<file path="src/source/synth_params.svh">
`ifndef SYNTH_PARAMS_SVH
`define SYNTH_PARAMS_SVH

`default_nettype none

// ----------------------------------------
// Clocking and serial rate
// ----------------------------------------
`define SYNTH_CLK_FREQ    1_000_000   // Simulation clock
`define SYNTH_BAUD        31250       // MIDI rate, 32 clocks per bit

// ----------------------------------------
// Sample pacing and waits
// ----------------------------------------
`define SYNTH_SAMPLE_DIV  40          // Clocks between sample requests
`define SYNTH_TIMEOUT     200_000     // Upper bound on any wait, in clocks

`default_nettype wire

`endif

</file>
<file path="src/source/synth_pkg.sv">
`default_nettype none

package synth_pkg;

    // MIDI command nibble, only the two voice messages are kept apart
    typedef enum logic [3:0] {
        CMD_NOTE_OFF = 4'h8,
        CMD_NOTE_ON  = 4'h9,
        CMD_OTHER    = 4'hF
    } midi_cmd_e;

    typedef enum logic [1:0] {
        ST_IDLE,    // No running status
        ST_DATA0,   // Waiting for note
        ST_DATA1    // Waiting for velocity
    } parse_state_e;

    typedef struct packed {
        midi_cmd_e  cmd;
        logic [3:0] channel;
        logic [6:0] data0;    // Note
        logic [6:0] data1;    // Velocity
    } midi_msg_t;

    typedef struct packed {
        logic signed [15:0] left;
        logic signed [15:0] right;
    } stereo_sample_t;

    // Half period in samples, semitone entry shifted down by octave
    function automatic logic [15:0] note_half_period(input logic [6:0] note);
        logic [3:0]  semi;
        logic [3:0]  oct;
        logic [15:0] base;
        semi = 4'(note % 7'd12);
        oct  = 4'(note / 7'd12);
        case (semi)
            4'd0:    base = 16'd3822;
            4'd1:    base = 16'd3608;
            4'd2:    base = 16'd3405;
            4'd3:    base = 16'd3214;
            4'd4:    base = 16'd3034;
            4'd5:    base = 16'd2863;
            4'd6:    base = 16'd2703;
            4'd7:    base = 16'd2551;
            4'd8:    base = 16'd2408;
            4'd9:    base = 16'd2273;
            4'd10:   base = 16'd2145;
            default: base = 16'd2025;
        endcase
        return base >> oct;
    endfunction

endpackage

`default_nettype wire

</file>
<file path="src/source/uart_rx.sv">
`include "synth_params.svh"
`timescale 1ns/100ps
`default_nettype none

module uart_rx (
    input  logic       clk,
    input  logic       rst_n,
    input  logic       rx,
    output logic       byte_valid,
    output logic [7:0] byte_data
);

    localparam int CLKS_PER_BIT = `SYNTH_CLK_FREQ / `SYNTH_BAUD;
    localparam int HALF_BIT     = CLKS_PER_BIT / 2;
    localparam int CW           = $clog2(CLKS_PER_BIT);

    typedef enum logic [2:0] {
        RX_IDLE,
        RX_START,
        RX_DATA,
        RX_STOP,
        RX_WAIT     // Rest of the stop bit before the pulse
    } rx_state_e;

    rx_state_e   state;
    logic [1:0]  rx_sync;
    logic        rx_s;
    logic [CW-1:0] cnt;
    logic [2:0]  bit_idx;
    logic [7:0]  shreg;
    logic        bit_end;
    logic        half_end;
    logic        shift_en;

    assign rx_s     = rx_sync[1];
    assign bit_end  = (cnt == CW'(CLKS_PER_BIT - 1));
    assign half_end = (cnt == CW'(HALF_BIT - 1));
    assign shift_en = (state == RX_DATA) && bit_end;

    // ----------------------------------------
    // Input synchronizer, line idles high
    // ----------------------------------------
    always_ff @(posedge clk) begin
        if (!rst_n) begin
            rx_sync <= 2'b11;
        end else begin
            rx_sync <= {rx_sync[0], rx};
        end
    end

    // ----------------------------------------
    // Bit timing FSM
    // ----------------------------------------
    always_ff @(posedge clk) begin
        if (!rst_n) begin
            state      <= RX_IDLE;
            cnt        <= '0;
            bit_idx    <= '0;
            byte_valid <= 1'b0;
        end else begin
            byte_valid <= 1'b0;
            cnt        <= cnt + 1'b1;
            case (state)
                RX_IDLE: begin
                    cnt <= '0;
                    if (!rx_s) begin
                        state <= RX_START;
                    end
                end
                RX_START: begin
                    if (half_end) begin
                        cnt     <= '0;
                        bit_idx <= '0;
                        state   <= rx_s ? RX_IDLE : RX_DATA;   // Glitch check
                    end
                end
                RX_DATA: begin
                    if (bit_end) begin
                        cnt     <= '0;
                        bit_idx <= bit_idx + 1'b1;
                        if (bit_idx == 3'd7) begin
                            state <= RX_STOP;
                        end
                    end
                end
                RX_STOP: begin
                    if (bit_end) begin
                        cnt   <= '0;
                        state <= rx_s ? RX_WAIT : RX_IDLE;    // Framing error drops byte
                    end
                end
                RX_WAIT: begin
                    if (half_end) begin
                        byte_valid <= 1'b1;
                        state      <= RX_IDLE;
                    end
                end
                default: state <= RX_IDLE;
            endcase
        end
    end

    // LSB arrives first
    always_ff @(posedge clk) begin
        if (shift_en) begin
            shreg <= {rx_s, shreg[7:1]};
        end
    end

    assign byte_data = shreg;

endmodule

`default_nettype wire

</file>
<file path="src/source/midi_decoder.sv">
`timescale 1ns/100ps
`default_nettype none

module midi_decoder (
    input  logic                 clk,
    input  logic                 rst_n,
    input  logic                 byte_valid,
    input  logic [7:0]           byte_data,
    output logic                 msg_valid,
    output synth_pkg::midi_msg_t msg
);

    synth_pkg::parse_state_e state;
    synth_pkg::midi_cmd_e    status_cmd;
    synth_pkg::midi_cmd_e    byte_cmd;
    logic [3:0]              status_ch;
    logic [6:0]              data0;

    logic is_realtime;
    logic is_status;
    logic is_system;

    assign is_realtime = (byte_data >= 8'hF8);
    assign is_status   = byte_data[7];
    assign is_system   = (byte_data[7:4] == 4'hF);

    // Command from the upper nibble
    always_comb begin
        case (byte_data[6:4])
            3'h0:    byte_cmd = synth_pkg::CMD_NOTE_OFF;
            3'h1:    byte_cmd = synth_pkg::CMD_NOTE_ON;
            default: byte_cmd = synth_pkg::CMD_OTHER;
        endcase
    end

    // ----------------------------------------
    // Parser state
    // ----------------------------------------
    always_ff @(posedge clk) begin
        if (!rst_n) begin
            state     <= synth_pkg::ST_IDLE;
            msg_valid <= 1'b0;
        end else begin
            msg_valid <= 1'b0;
            if (byte_valid && !is_realtime) begin
                if (is_status) begin
                    // System common clears running status
                    state <= is_system ? synth_pkg::ST_IDLE : synth_pkg::ST_DATA0;
                end else begin
                    case (state)
                        synth_pkg::ST_DATA0: state <= synth_pkg::ST_DATA1;
                        synth_pkg::ST_DATA1: begin
                            state     <= synth_pkg::ST_DATA0;   // Running status
                            msg_valid <= 1'b1;
                        end
                        default: state <= synth_pkg::ST_IDLE;   // Stray data byte
                    endcase
                end
            end
        end
    end

    // ----------------------------------------
    // Stored status and message fields
    // ----------------------------------------
    always_ff @(posedge clk) begin
        if (byte_valid && !is_realtime) begin
            if (is_status && !is_system) begin
                status_cmd <= byte_cmd;
                status_ch  <= byte_data[3:0];
            end
            if (!is_status && state == synth_pkg::ST_DATA0) begin
                data0 <= byte_data[6:0];
            end
            if (!is_status && state == synth_pkg::ST_DATA1) begin
                msg.cmd     <= status_cmd;
                msg.channel <= status_ch;
                msg.data0   <= data0;
                msg.data1   <= byte_data[6:0];
            end
        end
    end

endmodule

`default_nettype wire

</file>
<file path="src/source/pulse_gen.sv">
`timescale 1ns/100ps
`default_nettype none

module pulse_gen (
    input  logic                      clk,
    input  logic                      rst_n,
    input  logic                      msg_valid,
    input  synth_pkg::midi_msg_t      msg,
    input  logic                      sample_req,
    output logic                      sample_rdy,
    output synth_pkg::stereo_sample_t sample
);

    logic               active;
    logic               phase;        // High half of the square
    logic [15:0]        cnt;
    logic [15:0]        half;
    logic [6:0]         note;
    logic signed [15:0] amplitude;
    logic signed [15:0] level;

    logic note_on;
    logic note_off;
    logic half_end;

    // Velocity 0 on a note-on counts as note-off
    assign note_on  = msg_valid && (msg.cmd == synth_pkg::CMD_NOTE_ON) && (msg.data1 != 7'd0);
    assign note_off = msg_valid && (msg.data0 == note) &&
                      ((msg.cmd == synth_pkg::CMD_NOTE_OFF) ||
                       (msg.cmd == synth_pkg::CMD_NOTE_ON && msg.data1 == 7'd0));
    assign half_end = (cnt == half - 16'd1);

    always_comb begin
        if (!active) begin
            level = '0;
        end else if (phase) begin
            level = amplitude;
        end else begin
            level = -amplitude;
        end
    end

    // ----------------------------------------
    // Voice control
    // ----------------------------------------
    always_ff @(posedge clk) begin
        if (!rst_n) begin
            active     <= 1'b0;
            phase      <= 1'b1;
            cnt        <= '0;
            sample_rdy <= 1'b0;
        end else begin
            sample_rdy <= sample_req;
            if (sample_req && active) begin
                if (half_end) begin
                    cnt   <= '0;
                    phase <= ~phase;
                end else begin
                    cnt <= cnt + 16'd1;
                end
            end
            // A message overrides the step taken in the same cycle
            if (note_on) begin
                active <= 1'b1;
                phase  <= 1'b1;
                cnt    <= '0;
            end else if (note_off) begin
                active <= 1'b0;
            end
        end
    end

    // Pitch and level of the current note
    always_ff @(posedge clk) begin
        if (note_on) begin
            note      <= msg.data0;
            half      <= synth_pkg::note_half_period(msg.data0);
            amplitude <= {1'b0, msg.data1, 8'h00};   // velocity x 256
        end
    end

    always_ff @(posedge clk) begin
        if (sample_req) begin
            sample.left  <= level;
            sample.right <= level;    // Mono on both channels
        end
    end

endmodule

`default_nettype wire

</file>
<file path="src/source/sample_out.sv">
`include "synth_params.svh"
`timescale 1ns/100ps
`default_nettype none

module sample_out (
    input  logic                      clk,
    input  logic                      rst_n,
    input  logic                      out_ready,
    input  logic                      sample_rdy,
    input  synth_pkg::stereo_sample_t sample,
    output logic                      sample_req,
    output logic                      out_valid,
    output synth_pkg::stereo_sample_t out_sample
);

    localparam int DIV = `SYNTH_SAMPLE_DIV;
    localparam int CW  = $clog2(DIV);

    logic [CW-1:0] cnt;
    logic          terminal;

    assign terminal = (cnt == CW'(DIV - 1));

    // Held at terminal count until the output register is free
    assign sample_req = terminal && !out_valid;

    // ----------------------------------------
    // Rate divider and output handshake
    // ----------------------------------------
    always_ff @(posedge clk) begin
        if (!rst_n) begin
            cnt       <= '0;
            out_valid <= 1'b0;
        end else begin
            if (!terminal) begin
                cnt <= cnt + 1'b1;
            end else if (sample_req) begin
                cnt <= '0;
            end

            if (sample_rdy) begin
                out_valid <= 1'b1;
            end else if (out_ready) begin
                out_valid <= 1'b0;    // Accepted
            end
        end
    end

    always_ff @(posedge clk) begin
        if (sample_rdy) begin
            out_sample <= sample;
        end
    end

endmodule

`default_nettype wire

</file>
<file path="src/source/synth_top.sv">
`timescale 1ns/100ps
`default_nettype none

module synth_top (
    input  logic                      clk,
    input  logic                      rst_n,
    input  logic                      rx,
    input  logic                      out_ready,
    output logic                      out_valid,
    output synth_pkg::stereo_sample_t out_sample
);

    logic                      byte_valid;
    logic [7:0]                byte_data;

    logic                      msg_valid;
    synth_pkg::midi_msg_t      msg;

    logic                      sample_req;
    logic                      sample_rdy;
    synth_pkg::stereo_sample_t sample;

    // ----------------------------------------
    // Serial in to MIDI messages
    // ----------------------------------------
    uart_rx u_uart_rx (
        .clk        (clk),
        .rst_n      (rst_n),
        .rx         (rx),
        .byte_valid (byte_valid),
        .byte_data  (byte_data)
    );

    midi_decoder u_midi_decoder (
        .clk        (clk),
        .rst_n      (rst_n),
        .byte_valid (byte_valid),
        .byte_data  (byte_data),
        .msg_valid  (msg_valid),
        .msg        (msg)
    );

    // ----------------------------------------
    // Voice and sample output
    // ----------------------------------------
    pulse_gen u_pulse_gen (
        .clk        (clk),
        .rst_n      (rst_n),
        .msg_valid  (msg_valid),
        .msg        (msg),
        .sample_req (sample_req),
        .sample_rdy (sample_rdy),
        .sample     (sample)
    );

    sample_out u_sample_out (
        .clk        (clk),
        .rst_n      (rst_n),
        .out_ready  (out_ready),
        .sample_rdy (sample_rdy),
        .sample     (sample),
        .sample_req (sample_req),
        .out_valid  (out_valid),
        .out_sample (out_sample)
    );

endmodule

`default_nettype wire

</file>
<file path="config.mk">
export PLATFORM = sky130hd
export DESIGN_NAME = synth_top
export DESIGN_NICKNAME = d
export VERILOG_FILES = /design/src/source/synth_pkg.sv /design/src/source/uart_rx.sv /design/src/source/midi_decoder.sv /design/src/source/pulse_gen.sv /design/src/source/sample_out.sv /design/src/source/synth_top.sv
export VERILOG_INCLUDE_DIRS = /design/src /design/src/source
export SDC_FILE = /design/constraint.sdc
export NUM_CORES = 1
export LEC_CHECK = 0
export BUFFER_PORTS_ARGS = -buffer_cell sky130_fd_sc_hd__buf_2
export CAP_MARGIN = 25
export CORE_ASPECT_RATIO = 0.8
export CORE_MARGIN = 5
export CORE_UTILIZATION = 54
export CTS_CLUSTER_SIZE = 28
export DETAILED_ROUTE_END_ITERATION = 16
export PLACE_DENSITY = 0.75
export SKIP_CTS_REPAIR_TIMING = 1
export SYNTH_ARGS = -nofsm -noshare
export SYNTH_HDL_FRONTEND = slang
export SYNTH_SLANG_ARGS = --single-unit
</file>
<file path="constraint.sdc">
create_clock -name clk -period 2.9 [get_ports clk]
set_input_delay 0.145 -clock clk [delete_from_list [all_inputs] [get_ports clk]]
set_output_delay 0.145 -clock clk [all_outputs]
set_load 0.02 [all_outputs]
</file>
# After elaboration in Yosys (flattened, before gate mapping)

Memory sizes are Yosys's and may differ from the RTL's.
Cells that the tools add are included.

Register bits after elaboration: 142
Memory bits (read-only): 192
Input bits: 4
Logic and storage cells: 127
Memories kept: 1

Memories:

| name            | words | width | rd ports | clocked after memory_dff | write ports | RTL line        | RTL |
|---|---|---|---|---|---|---|---|
| (no name shown) | 16    | 12    | 1        | 0                        | 0           | synth_pkg.sv:37 | `case (semi)` |

Add/subtract/negate cells: 6
Div/mod/pow operators: 2
Magnitude comparators: 1
Equality and inequality tests: 23
Shift-type cells: 1
Mux-type cells: 29
Bitwise gates (word level): 4
Reductions and logical operators: 35

Operators with widths:

| kind                                                     | count |
|---|---|
| two-way mux 16 bit                                       | 2 |
| two-way mux 3 bit                                        | 8 |
| adder 16 x 1 -> 16 bit, second input constant            | 1 |
| == test 16 bit                                           | 1 |
| negator 15 -> 16 bit                                     | 1 |
| >> shifter 16 x 4 -> 16 bit                              | 1 |
| subtractor 16 x 1 -> 16 bit, second input constant       | 1 |
| two-way mux 15 bit                                       | 1 |
| one-hot mux 3 bit (5 select lines)                       | 1 |
| one-hot mux 5 bit (3 select lines)                       | 1 |
| == test 4 bit, second input constant                     | 3 |
| logical AND 1 bit                                        | 12 |
| two-way mux 6 bit                                        | 2 |
| one-hot mux 3 bit (2 select lines)                       | 2 |
| two-way mux 5 bit                                        | 2 |
| AND reduction 2 bit                                      | 5 |
| greater-or-equal comparator 8 bit, second input constant | 1 |
| != test 2 x 1 -> 1 bit, second input constant            | 4 |
| divider 7 x 4 -> 7 bit, second input constant            | 1 |
| == test 7 bit                                            | 1 |
| logical NOT 7 bit                                        | 1 |
| remainder unit 7 x 4 -> 7 bit, second input constant     | 1 |
| two-way mux 1 bit                                        | 7 |
| nonzero test 7 bit                                       | 1 |
| other kinds (23)                                         | 40 |

# Depth between registers and ports, before layout

Gate-level depths: netlist of the first run.

Depth after elaboration: 6
Mapped depth: 12
Gate-level depth less buffers: 10

# Modules after synthesis

From an unflattened synthesis of the first run, not the netlist that was laid out.

Cell total of the unflattened synthesis: 699
Area, all modules: 7,658.6 um2

Modules (own cells, without submodules):

| module       | times used | cells each | area an instance (um2) |
|---|---|---|---|
| pulse_gen    | 1          | 494        | 4,236.6 |
| sample_out   | 1          | 65         | 1,272.5 |
| midi_decoder | 1          | 53         | 1,172.4 |
| uart_rx      | 1          | 87         | 977.2 |

# Worst setup path before layout of the first run

Ideal clock, no wire load.

Kind: flip-flop to flip-flop
From: register u_midi_decoder.msg[11] (netlist name)
To: register u_pulse_gen.half[0] (data pin)
Arrival: 2,458 ps
Data required time: 2,632 ps
Setup slack: 174 ps
Stages on the path, launching flop included: 11
Period minus slack after synthesis: 2,726 ps
Cells stage by stage: edfxtp_1 buf_2 or3b_4 and2_1 buf_6 o311a_1 mux2_2 a2111oi_4 o32ai_1 nand3_1 nand4_1

Cells in the longest elaborated chain, start to end: 4

RTL lines:

| item                          | RTL line        | RTL |
|---|---|---|
| remainder unit 7 x 4 -> 7 bit | synth_pkg.sv:35 | `semi = 4'(note % 7'd12);` |
| memory read (16 x 12 bit)     | -               |  |
| two-way mux 16 bit            | pulse_gen.sv:75 | `if (note_on) begin` |
| >> shifter 16 x 4 -> 16 bit * | synth_pkg.sv:51 | `return base >> oct;` |
| end signal: assignment        | pulse_gen.sv:77 | `half <= synth_pkg::note_half_period(msg.data0);` |
| end: declaration              | pulse_gen.sv:17 | `logic [15:0] half;` |

Mark *: on every way between the ends. The rest lies on a longest branch, timed or not. The select of a mux whose other input is x is not followed.
A chain may end at the register's enable or synchronous reset.

# Final worst setup path of the first run

From: register u_midi_decoder.msg[13] (netlist name)
To: register u_pulse_gen.half[0] (data pin)

Cells in the longest elaborated chain, start to end: 4

RTL lines:

| item                          | RTL line |
|---|---|
| remainder unit 7 x 4 -> 7 bit | synth_pkg.sv:35 |
| memory read (16 x 12 bit)     | - |
| two-way mux 16 bit            | pulse_gen.sv:75 |
| >> shifter 16 x 4 -> 16 bit * | synth_pkg.sv:51 |

Marked as above.

==> results of run 1 <==
## sequential cells by signal, indices dropped and copies added, names as in the netlist, 5 cells and up
register / count
u_pulse_gen.half: 12
u_pulse_gen.sample: 8
u_uart_rx.byte_data: 8
u_midi_decoder.msg: 16
u_uart_rx.cnt: 5
u_pulse_gen.cnt: 16
u_pulse_gen.note: 7
u_sample_out.out_sample: 8
u_midi_decoder.data0: 7
u_pulse_gen.amplitude: 7
u_sample_out.cnt: 6
## cell families (layout without fill, tap and decap cells)
family                     Yosys count  in the layout  synth area share (%)
AOI/OAI and AO/OA                  162            162                  16.9
xor gates and xnor gates            45             45                  5.88
adders and majority gates           17             17                  3.17
buffers and inverters               84            121                  6.38
DFF                                118            118                  46.4
muxes                                5              5                 0.784
other                                1             16                0.0559
and+or+nand+nor                    267            267                  20.4
## tightest hold or removal path: cells and delay by family
| kind | cells | cell delay (ns) |
|---|---|---|
| simple gates | 1 | 0.03 |
| buf+inv | 1 | 0.08 |
| compound gates | 1 | 0.16 |
## per-layer routing
layer,share of wire [%],up-vias,wire [um]
met5,0,-,0
met4,1.0,0,152
met3,7.6,22,1110
met2,47,202,6890
met1,44,2530,6460
li1,-,2606,-
## cell type report
cell class	count	area [um2]
Fill cell	953	4500
Clock buffer	20	437
Sequential cell	118	3110
Tap cell	152	190
Inverter	26	97.6
Clock inverter	12	130
Timing Repair Buffer	63	452
Multi-Input combinational cell	512	3240
## how the worst max path moves through the flow
stage	cells past startpoint	start	slack (ns)	end
4_1_cts	8	u_midi_decoder.msg[12]$_DFFE_PP_	-0.01	u_pulse_gen.half[0]$_DFFE_PP_
6_report	10	u_midi_decoder.msg[13]$_DFFE_PP_	0.15	u_pulse_gen.half[0]$_DFFE_PP_
3_3_place_gp	8	u_midi_decoder.msg[12]$_DFFE_PP_	0.13	u_pulse_gen.half[6]$_SDFFCE_PN0P_
5_1_grt	10	u_midi_decoder.msg[13]$_DFFE_PP_	-0.02	u_pulse_gen.half[4]$_SDFFCE_PN0P_
2_1_floorplan	10	u_midi_decoder.msg[11]$_DFFE_PP_	0.17	u_pulse_gen.half[0]$_DFFE_PP_
3_5_place_dp	8	u_midi_decoder.msg[12]$_DFFE_PP_	-0.003	u_pulse_gen.half[0]$_DFFE_PP_
## per-stage QoR
stage	util (%)	area [um2]	hold slack (ns)
3_3_place_gp	57.8	7030	0.328
2_1_floorplan	-	6760	0.218
4_1_cts	62.5	7600	-0.103
5_1_grt	63.0	7660	0.0525
6_report	63.0	7660	0.0506
3_5_place_dp	57.8	7030	0.331
## power by group
group,internal (mW),total [mW],switching (mW)
combinational,0.0107,0.0467,0.0359
clock,1.26,2.01,0.743
sequential,1.77,1.78,0.00643
total,3.05,3.83,0.785
## layout by cell type, fill, tap and decap left out, types with 20 or more instances in the layout
master and count:
edfxtp_1 75, nor2_1 69, nand2_1 48, dfxtp_1 43, buf_4 38, a21oi_1 32, xnor2_1 31, o21ai_0 29
nand3_1 26, inv_1 24, buf_2 20
==> impl_metrics.env, run 1 <==
export IMPL_chipWidth_um=135
export IMPL_slew_violations=0
export IMPL_tightest_slew_ns=0.620
export IMPL_clock_skew_ns=0.0122
export IMPL_p_leak_nw=2.83
export IMPL_gp_congestion=1.02
export IMPL_grt_ovfl_total=0
export IMPL_clock_root_buffer="clkbuf_16"
export IMPL_dp_slack_ns=-0.00329
export IMPL_crit_family="compound AO/OA/AOI/OAI gates"
export IMPL_drt_iter0_drc=577
export IMPL_period_needed_ns=2.75
export IMPL_synth_edff_count=75
export IMPL_rr_startpoint="u_midi_decoder.msg[13]$_DFFE_PP_"
export IMPL_fin_cells=903
export IMPL_antenna_cells=0
export IMPL_vias_per_cell=5.94
export IMPL_holdCritPathClass="in -> reg"
export IMPL_io_buffer_count=20
export IMPL_crit_path_top_delay_cell="edfxtp_1"
export IMPL_start_kind="flip-flop"
export IMPL_status="completed"
export IMPL_avgSynthCellArea_um2=9.59
export IMPL_hold_viol_final=0
export IMPL_htreeDepth=4
export IMPL_ys_seq_area_share_pct=46.4
export IMPL_holdPathEnd="u_sample_out.out_valid$_SDFFE_PN0P_"
export IMPL_busiest_layer="met2"
export IMPL_period_share_pct=94.9
export IMPL_grt_use_total_pct=20.7
export IMPL_syn_inst=699
export IMPL_synth_most_common_cell="edfxtp_1"
export IMPL_cp_max_fo=42
export IMPL_antenna_found_initial=0
export IMPL_peakVddDrop_mv=0.596
export IMPL_hold_depth=3
export IMPL_layout_drive_gt1_share_pct=15.3
export IMPL_arrival_ns=2.90
export IMPL_max_slew_margin_pct=58.7
export IMPL_grt_pass1_vias=4938
export IMPL_syn2layout_area_growth_pct=14.2
export IMPL_drv_cap=0
export IMPL_synth_warnings=0
export IMPL_clk_pin_slew_ns=0.06
export IMPL_grt_start_max_net_pins=43
export IMPL_std_cell_rows=36
export IMPL_ys_seq_elements=118
export IMPL_dp_cells=865
export IMPL_synth_top_cell_area_share_pct=33.6
export IMPL_grtUsageMet3_pct=6.18
export IMPL_power_density_nw_per_um2=500
export IMPL_hpwl_um=10400
export IMPL_ys_types=75
export IMPL_synthArstFlopShare_pct=0
export IMPL_worstPathRequired_ns=3.04
export IMPL_routed_wirelength_um=14600
export IMPL_clk_insertion_delay_late_ns=0.42
export IMPL_post_drt_wl_per_cell_um=16.2
export IMPL_cts_made_buffers=17
export IMPL_drtAntennaViolNets=0
export IMPL_fmax_mhz=363
export IMPL_core_area_um2=12200
export IMPL_tritoncts="built"
export IMPL_grt_pass1_wl_um=24400
export IMPL_cpPeakStageDelay_ns=0.43
export IMPL_crit_path_end_kind="flip-flop"
export IMPL_ys_top_cells_by_count="edfxtp_1, nor2_1, nand2_1"
export IMPL_setup_viol=0
export IMPL_synth_area_top_cells="edfxtp_1, dfxtp_1, xnor2_1"
export IMPL_crit_buf_inv=2
export IMPL_report_power_total_mw=3.83
export IMPL_worstReg2RegEnd="u_pulse_gen.half[0]$_DFFE_PP_"
export IMPL_reg2regPathDepth=10
export IMPL_worst_slack_ns=0.147
export IMPL_finalNetCount=759
export IMPL_synth_flop_cell="edfxtp_1"
export IMPL_ioPinCount=37
export IMPL_path_class="reg -> reg"
export IMPL_clk_path_buf_depth=2
export IMPL_die_height_um=110
export IMPL_r2r_slack_ns=0.15
export IMPL_vias=5360
export IMPL_drt_first_pass_iters=8
export IMPL_netlist_area_um2=6710
export IMPL_initial_core_util_pct=55.1
export IMPL_gr_usage_met2_pct=32.9
export IMPL_dieArea_um2=14800
export IMPL_route_detailed_drc=0
export IMPL_holdCritStartpoint="out_ready"
export IMPL_crit_chain="buf_12 > xor2_1 > a2bb2oi_1 > o22a_1 > nand2_1 > a2111oi_4 > buf_4 > nor2_1 > nand3_1 > nand4_1"
export IMPL_synth_area_leader_cell="edfxtp_1"
export IMPL_setup_tns_ns=0
export IMPL_cts_num_sinks=118
export IMPL_grt_use_met1_pct=28.0
Note: power is estimated with default switching activity, not from simulation.
==> run 2: changes to the inputs <==
- ABC_AREA: default -> 1
==> impl_metrics.env, run 2 <==
export IMPL_status="completed"
export IMPL_drt_first_pass_iters=5
export IMPL_slew_violations=0
export IMPL_vias_per_cell=5.28
export IMPL_n_fill_cell=859
export IMPL_synth_edff_count=75
export IMPL_crit_buf_inv=2
export IMPL_clock_root_buffer="clkbuf_16"
export IMPL_clk_path_buf_depth=2
export IMPL_period_share_pct=90.7
export IMPL_hold_viol_final=0
export IMPL_grt_pass1_wl_um=19500
export IMPL_drv_cap=0
export IMPL_antenna_found_initial=0
export IMPL_grt_pass1_vias=4218
export IMPL_ys_types=49
export IMPL_top_regs="u_midi_decoder.msg: 16 flops, u_pulse_gen.cnt: 16 flops, u_pulse_gen.half: 12 flops"
export IMPL_fin_hold_ws_ns=0.0347
export IMPL_routed_wirelength_um=11600
export IMPL_crit_chain="inv_1 > nand2_2 > o21ai_1 > nand2_1 > nand2_4 > nand2_2 > nand2_4 > inv_2 > nand2_4 > nand2_2 > nand2_1 > a21oi_1 > or2_1 > nand2_1 > o21ai_1"
export IMPL_clock_skew_ns=0.00803
export IMPL_ys_seq_elements=118
export IMPL_drt_iter0_drc=342
export IMPL_ys_seq_area_share_pct=51.4
export IMPL_htreeDepth=4
export IMPL_fmax_mhz=380
export IMPL_initial_core_util_pct=55.4
export IMPL_vias=4529
export IMPL_post_drt_wl_per_cell_um=13.5
export IMPL_route_detailed_drc=0
export IMPL_crit_path_top_delay_cell="edfxtp_1"
export IMPL_clk_pin_slew_ns=0.05
export IMPL_fin_area_um2=6790
export IMPL_ioPinCount=37
export IMPL_start_kind="flip-flop"
export IMPL_dp_slack_ns=0.260
export IMPL_setup_viol=0
export IMPL_synth_most_common_cell="nand2_1"
export IMPL_crit_path_end_kind="flip-flop"
export IMPL_layout_commonest_cell="nand2_1"
export IMPL_synth_area_top_cells="edfxtp_1, dfxtp_1, nand2_1"
export IMPL_core_area_um2=10900
export IMPL_tightest_slew_ns=0.780
export IMPL_p_leak_nw=2.76
export IMPL_cts_num_sinks=118
export IMPL_avgSynthCellArea_um2=9.02
export IMPL_arrival_ns=2.78
export IMPL_hpwl_um=8420
export IMPL_grt_ovfl_total=0
export IMPL_period_needed_ns=2.63
export IMPL_power_density_nw_per_um2=574
export IMPL_crit_family="simple AND/OR/NAND/NOR gates"
export IMPL_antenna_cells=0
export IMPL_die_height_um=105
export IMPL_peakVddDrop_mv=0.439
export IMPL_synth_warnings=0
export IMPL_netlist_area_um2=6060
export IMPL_syn2layout_area_growth_pct=12.1
export IMPL_io_buffer_count=20
export IMPL_grt_use_total_pct=18.1
export IMPL_final_cell_mix="nand2_1, inv_1, edfxtp_1"
export IMPL_holdCritPathClass="in -> reg"
export IMPL_grt_start_max_net_pins=28
export IMPL_cts_made_buffers=17
export IMPL_cp_max_fo=13
export IMPL_max_slew_margin_pct=47.8
export IMPL_synth_flop_cell="edfxtp_1"
export IMPL_worstPathRequired_ns=3.05
export IMPL_ys_top_cells_by_count="nand2_1, inv_1, edfxtp_1"
export IMPL_synth_area_leader_cell="edfxtp_1"
export IMPL_layout_drive_gt1_share_pct=12.8
export IMPL_chipWidth_um=128
export IMPL_path_class="reg -> reg"
export IMPL_postPlaceCellArea_um2=6220
export IMPL_synth_top_cell_area_share_pct=37.2
export IMPL_cpPeakStageDelay_ns=0.45
export IMPL_dieArea_um2=13500
export IMPL_rsz0062_at_grt="no"
export IMPL_worst_slack_ns=0.269
export IMPL_drtAntennaViolNets=0
export IMPL_clk_insertion_delay_late_ns=0.41
export IMPL_gp_congestion=0.927
export IMPL_finalNetCount=721
export IMPL_synthArstFlopShare_pct=0
export IMPL_tritoncts="built"
export IMPL_std_cell_rows=34
export IMPL_syn_inst=672
export IMPL_setup_tns_ns=0
## run 2: cell types whose count changed after synthesis, moves of 14 or more
cell,delta
nand2_1,+72
nor2_1,-18
inv_1,+63
clkbuf_1,-18
a31oi_1,-14
nand3_1,+30
xnor2_1,-28
## run 2: worst min-delay path, stage by stage
cell	delay [ns]
buf_2	0.09
inv_1	0.04
a21oi_1	0.05
nor2_1	0.08
## run 2: metrics by stage
| step | power (mW) | std cells | util (%) |
|---|---|---|---|
| after detailed placement | 2.00 | 824 | 56.9 |
| final | 3.90 | 857 | 62.1 |
| after global placement | 1.99 | 824 | 56.9 |
| after CTS | 3.93 | 856 | 62.0 |
| after floorplan | 1.98 | 687 | - |
| after global routing | 4.04 | 857 | 62.1 |
## run 2: cell families (layout without fill, tap and decap cells)
group           count (synthesis)  after routing  share of synthesized area (%)
flops                         118            118                           51.4
fa+ha+maj                      17             17                           3.51
compound gates                 76             76                           7.21
simple gates                  311            311                           24.8
buf+inv                       125            151                           9.58
other cells                     1             16                         0.0619
xor+xnor                       24             24                           3.47
## run 2: layout make-up
| class | instances | area, um2 | share of cell area, % |
|---|---|---|---|
| multi-input combinational | 444 | 2440 | 36.0 |
| sequential | 118 | 3110 | 45.8 |
| clock buffer | 25 | 518 | 7.62 |
| inverter | 93 | 350 | 5.16 |
| clock inverter | 7 | 41.3 | 0.608 |
| tap | 144 | 180 | 2.65 |
| timing repair buffer | 26 | 148 | 2.17 |
## run 2: metal layers
| metal | share of wire (%) | GRT usage (%) | wire (um) | vias to the layer above |
|---|---|---|---|---|
| met5 | 0 | 0 | 0 | - |
| met3 | 6.1 | 6.02 | 708 | 13 |
| met4 | 0.96 | 5.15 | 111 | 0 |
| li1 | - | - | - | 2283 |
| met2 | 47 | 28.4 | 5490 | 140 |
| met1 | 46 | 24.0 | 5270 | 2093 |
## run 2: path summary, 6_finish.rpt
check / end / cells after the start / slack, ns / start
worst max-delay path: u_pulse_gen.half[4]$_SDFFCE_PN0P_ / 15 / 0.27 / u_midi_decoder.msg[12]$_DFFE_PP_
worst min-delay path: u_sample_out.out_valid$_SDFFE_PN0P_ / 4 / 0.03 / out_ready
worst min register to register: u_sample_out.out_sample[28]$_DFFE_PP_ / 0 / 0.42 / u_pulse_gen.sample[28]$_SDFFCE_PN0P_
worst max register to register: u_pulse_gen.half[4]$_SDFFCE_PN0P_ / 15 / 0.27 / u_midi_decoder.msg[12]$_DFFE_PP_
## run 2: power breakdown
part / internal (mW) / switching (mW)
Combinational: 0.0472 / 0.113
Clock: 1.23 / 0.697
Sequential: 1.79 / 0.0185
Total: 3.07 / 0.829
==> run 3: changes to the inputs <==
- BUFFER_PORTS_ARGS: -buffer_cell sky130_fd_sc_hd__buf_2 -> -buffer_cell sky130_fd_sc_hd__clkbuf_2
==> impl_metrics.env, run 3 (same netlist as run 2, synthesis figures left out) <==
export IMPL_net_switching_power_mw=0.867
export IMPL_htreeDepth=4
export IMPL_crit_family="simple AND/OR/NAND/NOR gates"
export IMPL_crit_path_top_delay_cell="edfxtp_1"
export IMPL_power_internal_mw=2.97
export IMPL_clock_skew_ns=0.00845
export IMPL_drv_cap=0
export IMPL_initial_core_util_pct=55.4
export IMPL_io_buffer_count=20
export IMPL_antenna_found_initial=0
export IMPL_grt_pass1_wl_um=20000
export IMPL_vias=4533
export IMPL_setup_viol=0
export IMPL_worst_slack_ns=0.305
export IMPL_cp_max_fo=13
export IMPL_fmax_mhz=385
export IMPL_crit_chain="inv_1 > nand2_2 > o21ai_1 > nand2_1 > nand2_2 > nand2_2 > nand2_4 > inv_2 > nand2_4 > nand2_2 > nand2_1 > a21oi_1 > or2_1 > nand2_1 > o21ai_1"
export IMPL_peakVddDrop_mv=0.426
export IMPL_clk_insertion_delay_late_ns=0.40
export IMPL_p_leak_nw=2.75
export IMPL_sw_frac_of_total_pct=22.6
export IMPL_grt_ovfl_total=0
export IMPL_clock_root_buffer="clkbuf_16"
export IMPL_layout_commonest_cell="nand2_1"
export IMPL_seq_power_share_pct=47.1
export IMPL_status="completed"
export IMPL_dp_slack_ns=0.183
export IMPL_power_density_nw_per_um2=567
export IMPL_route_detailed_drc=0
export IMPL_worstPathRequired_ns=3.04
export IMPL_holdCritPathClass="in -> reg"
export IMPL_antenna_cells=0
export IMPL_grt_start_max_net_pins=28
export IMPL_n_fill_cell=884
export IMPL_start_kind="flip-flop"
export IMPL_pwr_share_comb_pct=4.2
export IMPL_die_height_um=105
export IMPL_clk_pin_slew_ns=0.06
export IMPL_hold_viol_final=0
export IMPL_syn2layout_area_growth_pct=11.6
export IMPL_final_cell_mix="nand2_1, inv_1, edfxtp_1"
export IMPL_hpwl_um=8490
export IMPL_grt_pass1_vias=4264
export IMPL_top_regs="u_midi_decoder.msg: 16 flops, u_pulse_gen.cnt: 16 flops, u_pulse_gen.half: 12 flops"
export IMPL_drt_iter0_drc=349
export IMPL_multi_input_area_um2=2440
export IMPL_slew_violations=0
export IMPL_p_clk_share_pct=48.6
export IMPL_clk_path_buf_depth=2
export IMPL_cts_num_sinks=118
export IMPL_ioPinCount=37
export IMPL_period_share_pct=89.5
export IMPL_post_drt_wl_per_cell_um=13.8
export IMPL_tightest_slew_ns=0.780
export IMPL_arrival_ns=2.74
export IMPL_vias_per_cell=5.29
export IMPL_cp_common_cell="nand2_2"
export IMPL_cts_made_buffers=17
export IMPL_grt_use_total_pct=18.5
export IMPL_setup_tns_ns=0
export IMPL_finalNetCount=721
export IMPL_report_power_total_mw=3.83
export IMPL_routed_wirelength_um=11800
export IMPL_drt_first_pass_iters=5
export IMPL_cpPeakStageDelay_ns=0.46
export IMPL_dieArea_um2=13500
export IMPL_tritoncts="built"
export IMPL_crit_path_end_kind="flip-flop"
export IMPL_ff_latch_area_um2=3110
export IMPL_std_cell_rows=34
export IMPL_period_needed_ns=2.59
export IMPL_rsz0062_at_grt="no"
export IMPL_gp_congestion=0.906
export IMPL_path_class="reg -> reg"
export IMPL_max_slew_margin_pct=47.8
export IMPL_chipWidth_um=128
export IMPL_layout_drive_gt1_share_pct=13.2
export IMPL_core_area_um2=10900
export IMPL_crit_buf_inv=2
export IMPL_drtAntennaViolNets=0
run 3: cell count changes in the layout (fill, tap and decap cells not counted), moves of 2 or more:
cell,previous run,this run
clkbuf_2,0,20
buf_2,20,0
clkbuf_1,4,1
clkbuf_16,19,17
run 3: worst paths after layout:
kind / from / to / slack [ns] / depth (start not counted)
min reg2reg: u_uart_rx.rx_sync[0]$_SDFF_PN1_ / u_uart_rx.rx_sync[1]$_SDFF_PN1_ / 0.41 / 1
min: out_ready / u_sample_out.out_valid$_SDFFE_PN0P_ / 0.02 / 4
max reg2reg: u_midi_decoder.msg[12]$_DFFE_PP_ / u_pulse_gen.half[4]$_SDFFCE_PN0P_ / 0.31 / 15
max: u_midi_decoder.msg[12]$_DFFE_PP_ / u_pulse_gen.half[4]$_SDFFCE_PN0P_ / 0.31 / 15
run 3: worst min-delay path, stage by stage:
cell and delay (ns):
clkbuf_2 0.08, inv_1 0.04, a21oi_1 0.05, nor2_1 0.07
run 3: stage by stage:
step | std cells | util (%) | hold WS (ns) | instance area [um2]
after floorplan | 687 | - | 0.252 | 6120
after global placement | 824 | 56.9 | 0.337 | 6220
after detailed placement | 824 | 56.9 | 0.339 | 6220
after CTS | 856 | 61.8 | -0.0844 | 6750
after global routing | 857 | 61.9 | 0.0375 | 6760
final | 857 | 61.9 | 0.0179 | 6760
run 3: routing by layer:
layer | vias up | GRT usage, % | wire, um
met3 | 11 | 5.51 | 774
li1 | 2293 | - | -
met5 | - | 0 | 0
met2 | 149 | 29.9 | 5660
met1 | 2080 | 24.1 | 5290
met4 | 0 | 5.53 | 117
run 3: final cells by class:
type | count | share of cell area (%)
well taps | 144 | 2.66
flip-flops and latches | 118 | 46.0
repair buffers | 26 | 2.18
multi-input cells | 444 | 36.1
clock buffers | 20 | 6.75
inverters | 93 | 5.18
clock inverters | 12 | 1.15
run 3: power groups by stage:
stage                     clock [mW]  combinational [mW]  sequential [mW]
after floorplan                    0               0.144             1.84
after global placement             0               0.149             1.84
after detailed placement           0               0.157             1.84
after CTS                       1.90               0.159             1.81
after global routing            1.99               0.186             1.81
final                           1.87               0.162             1.81
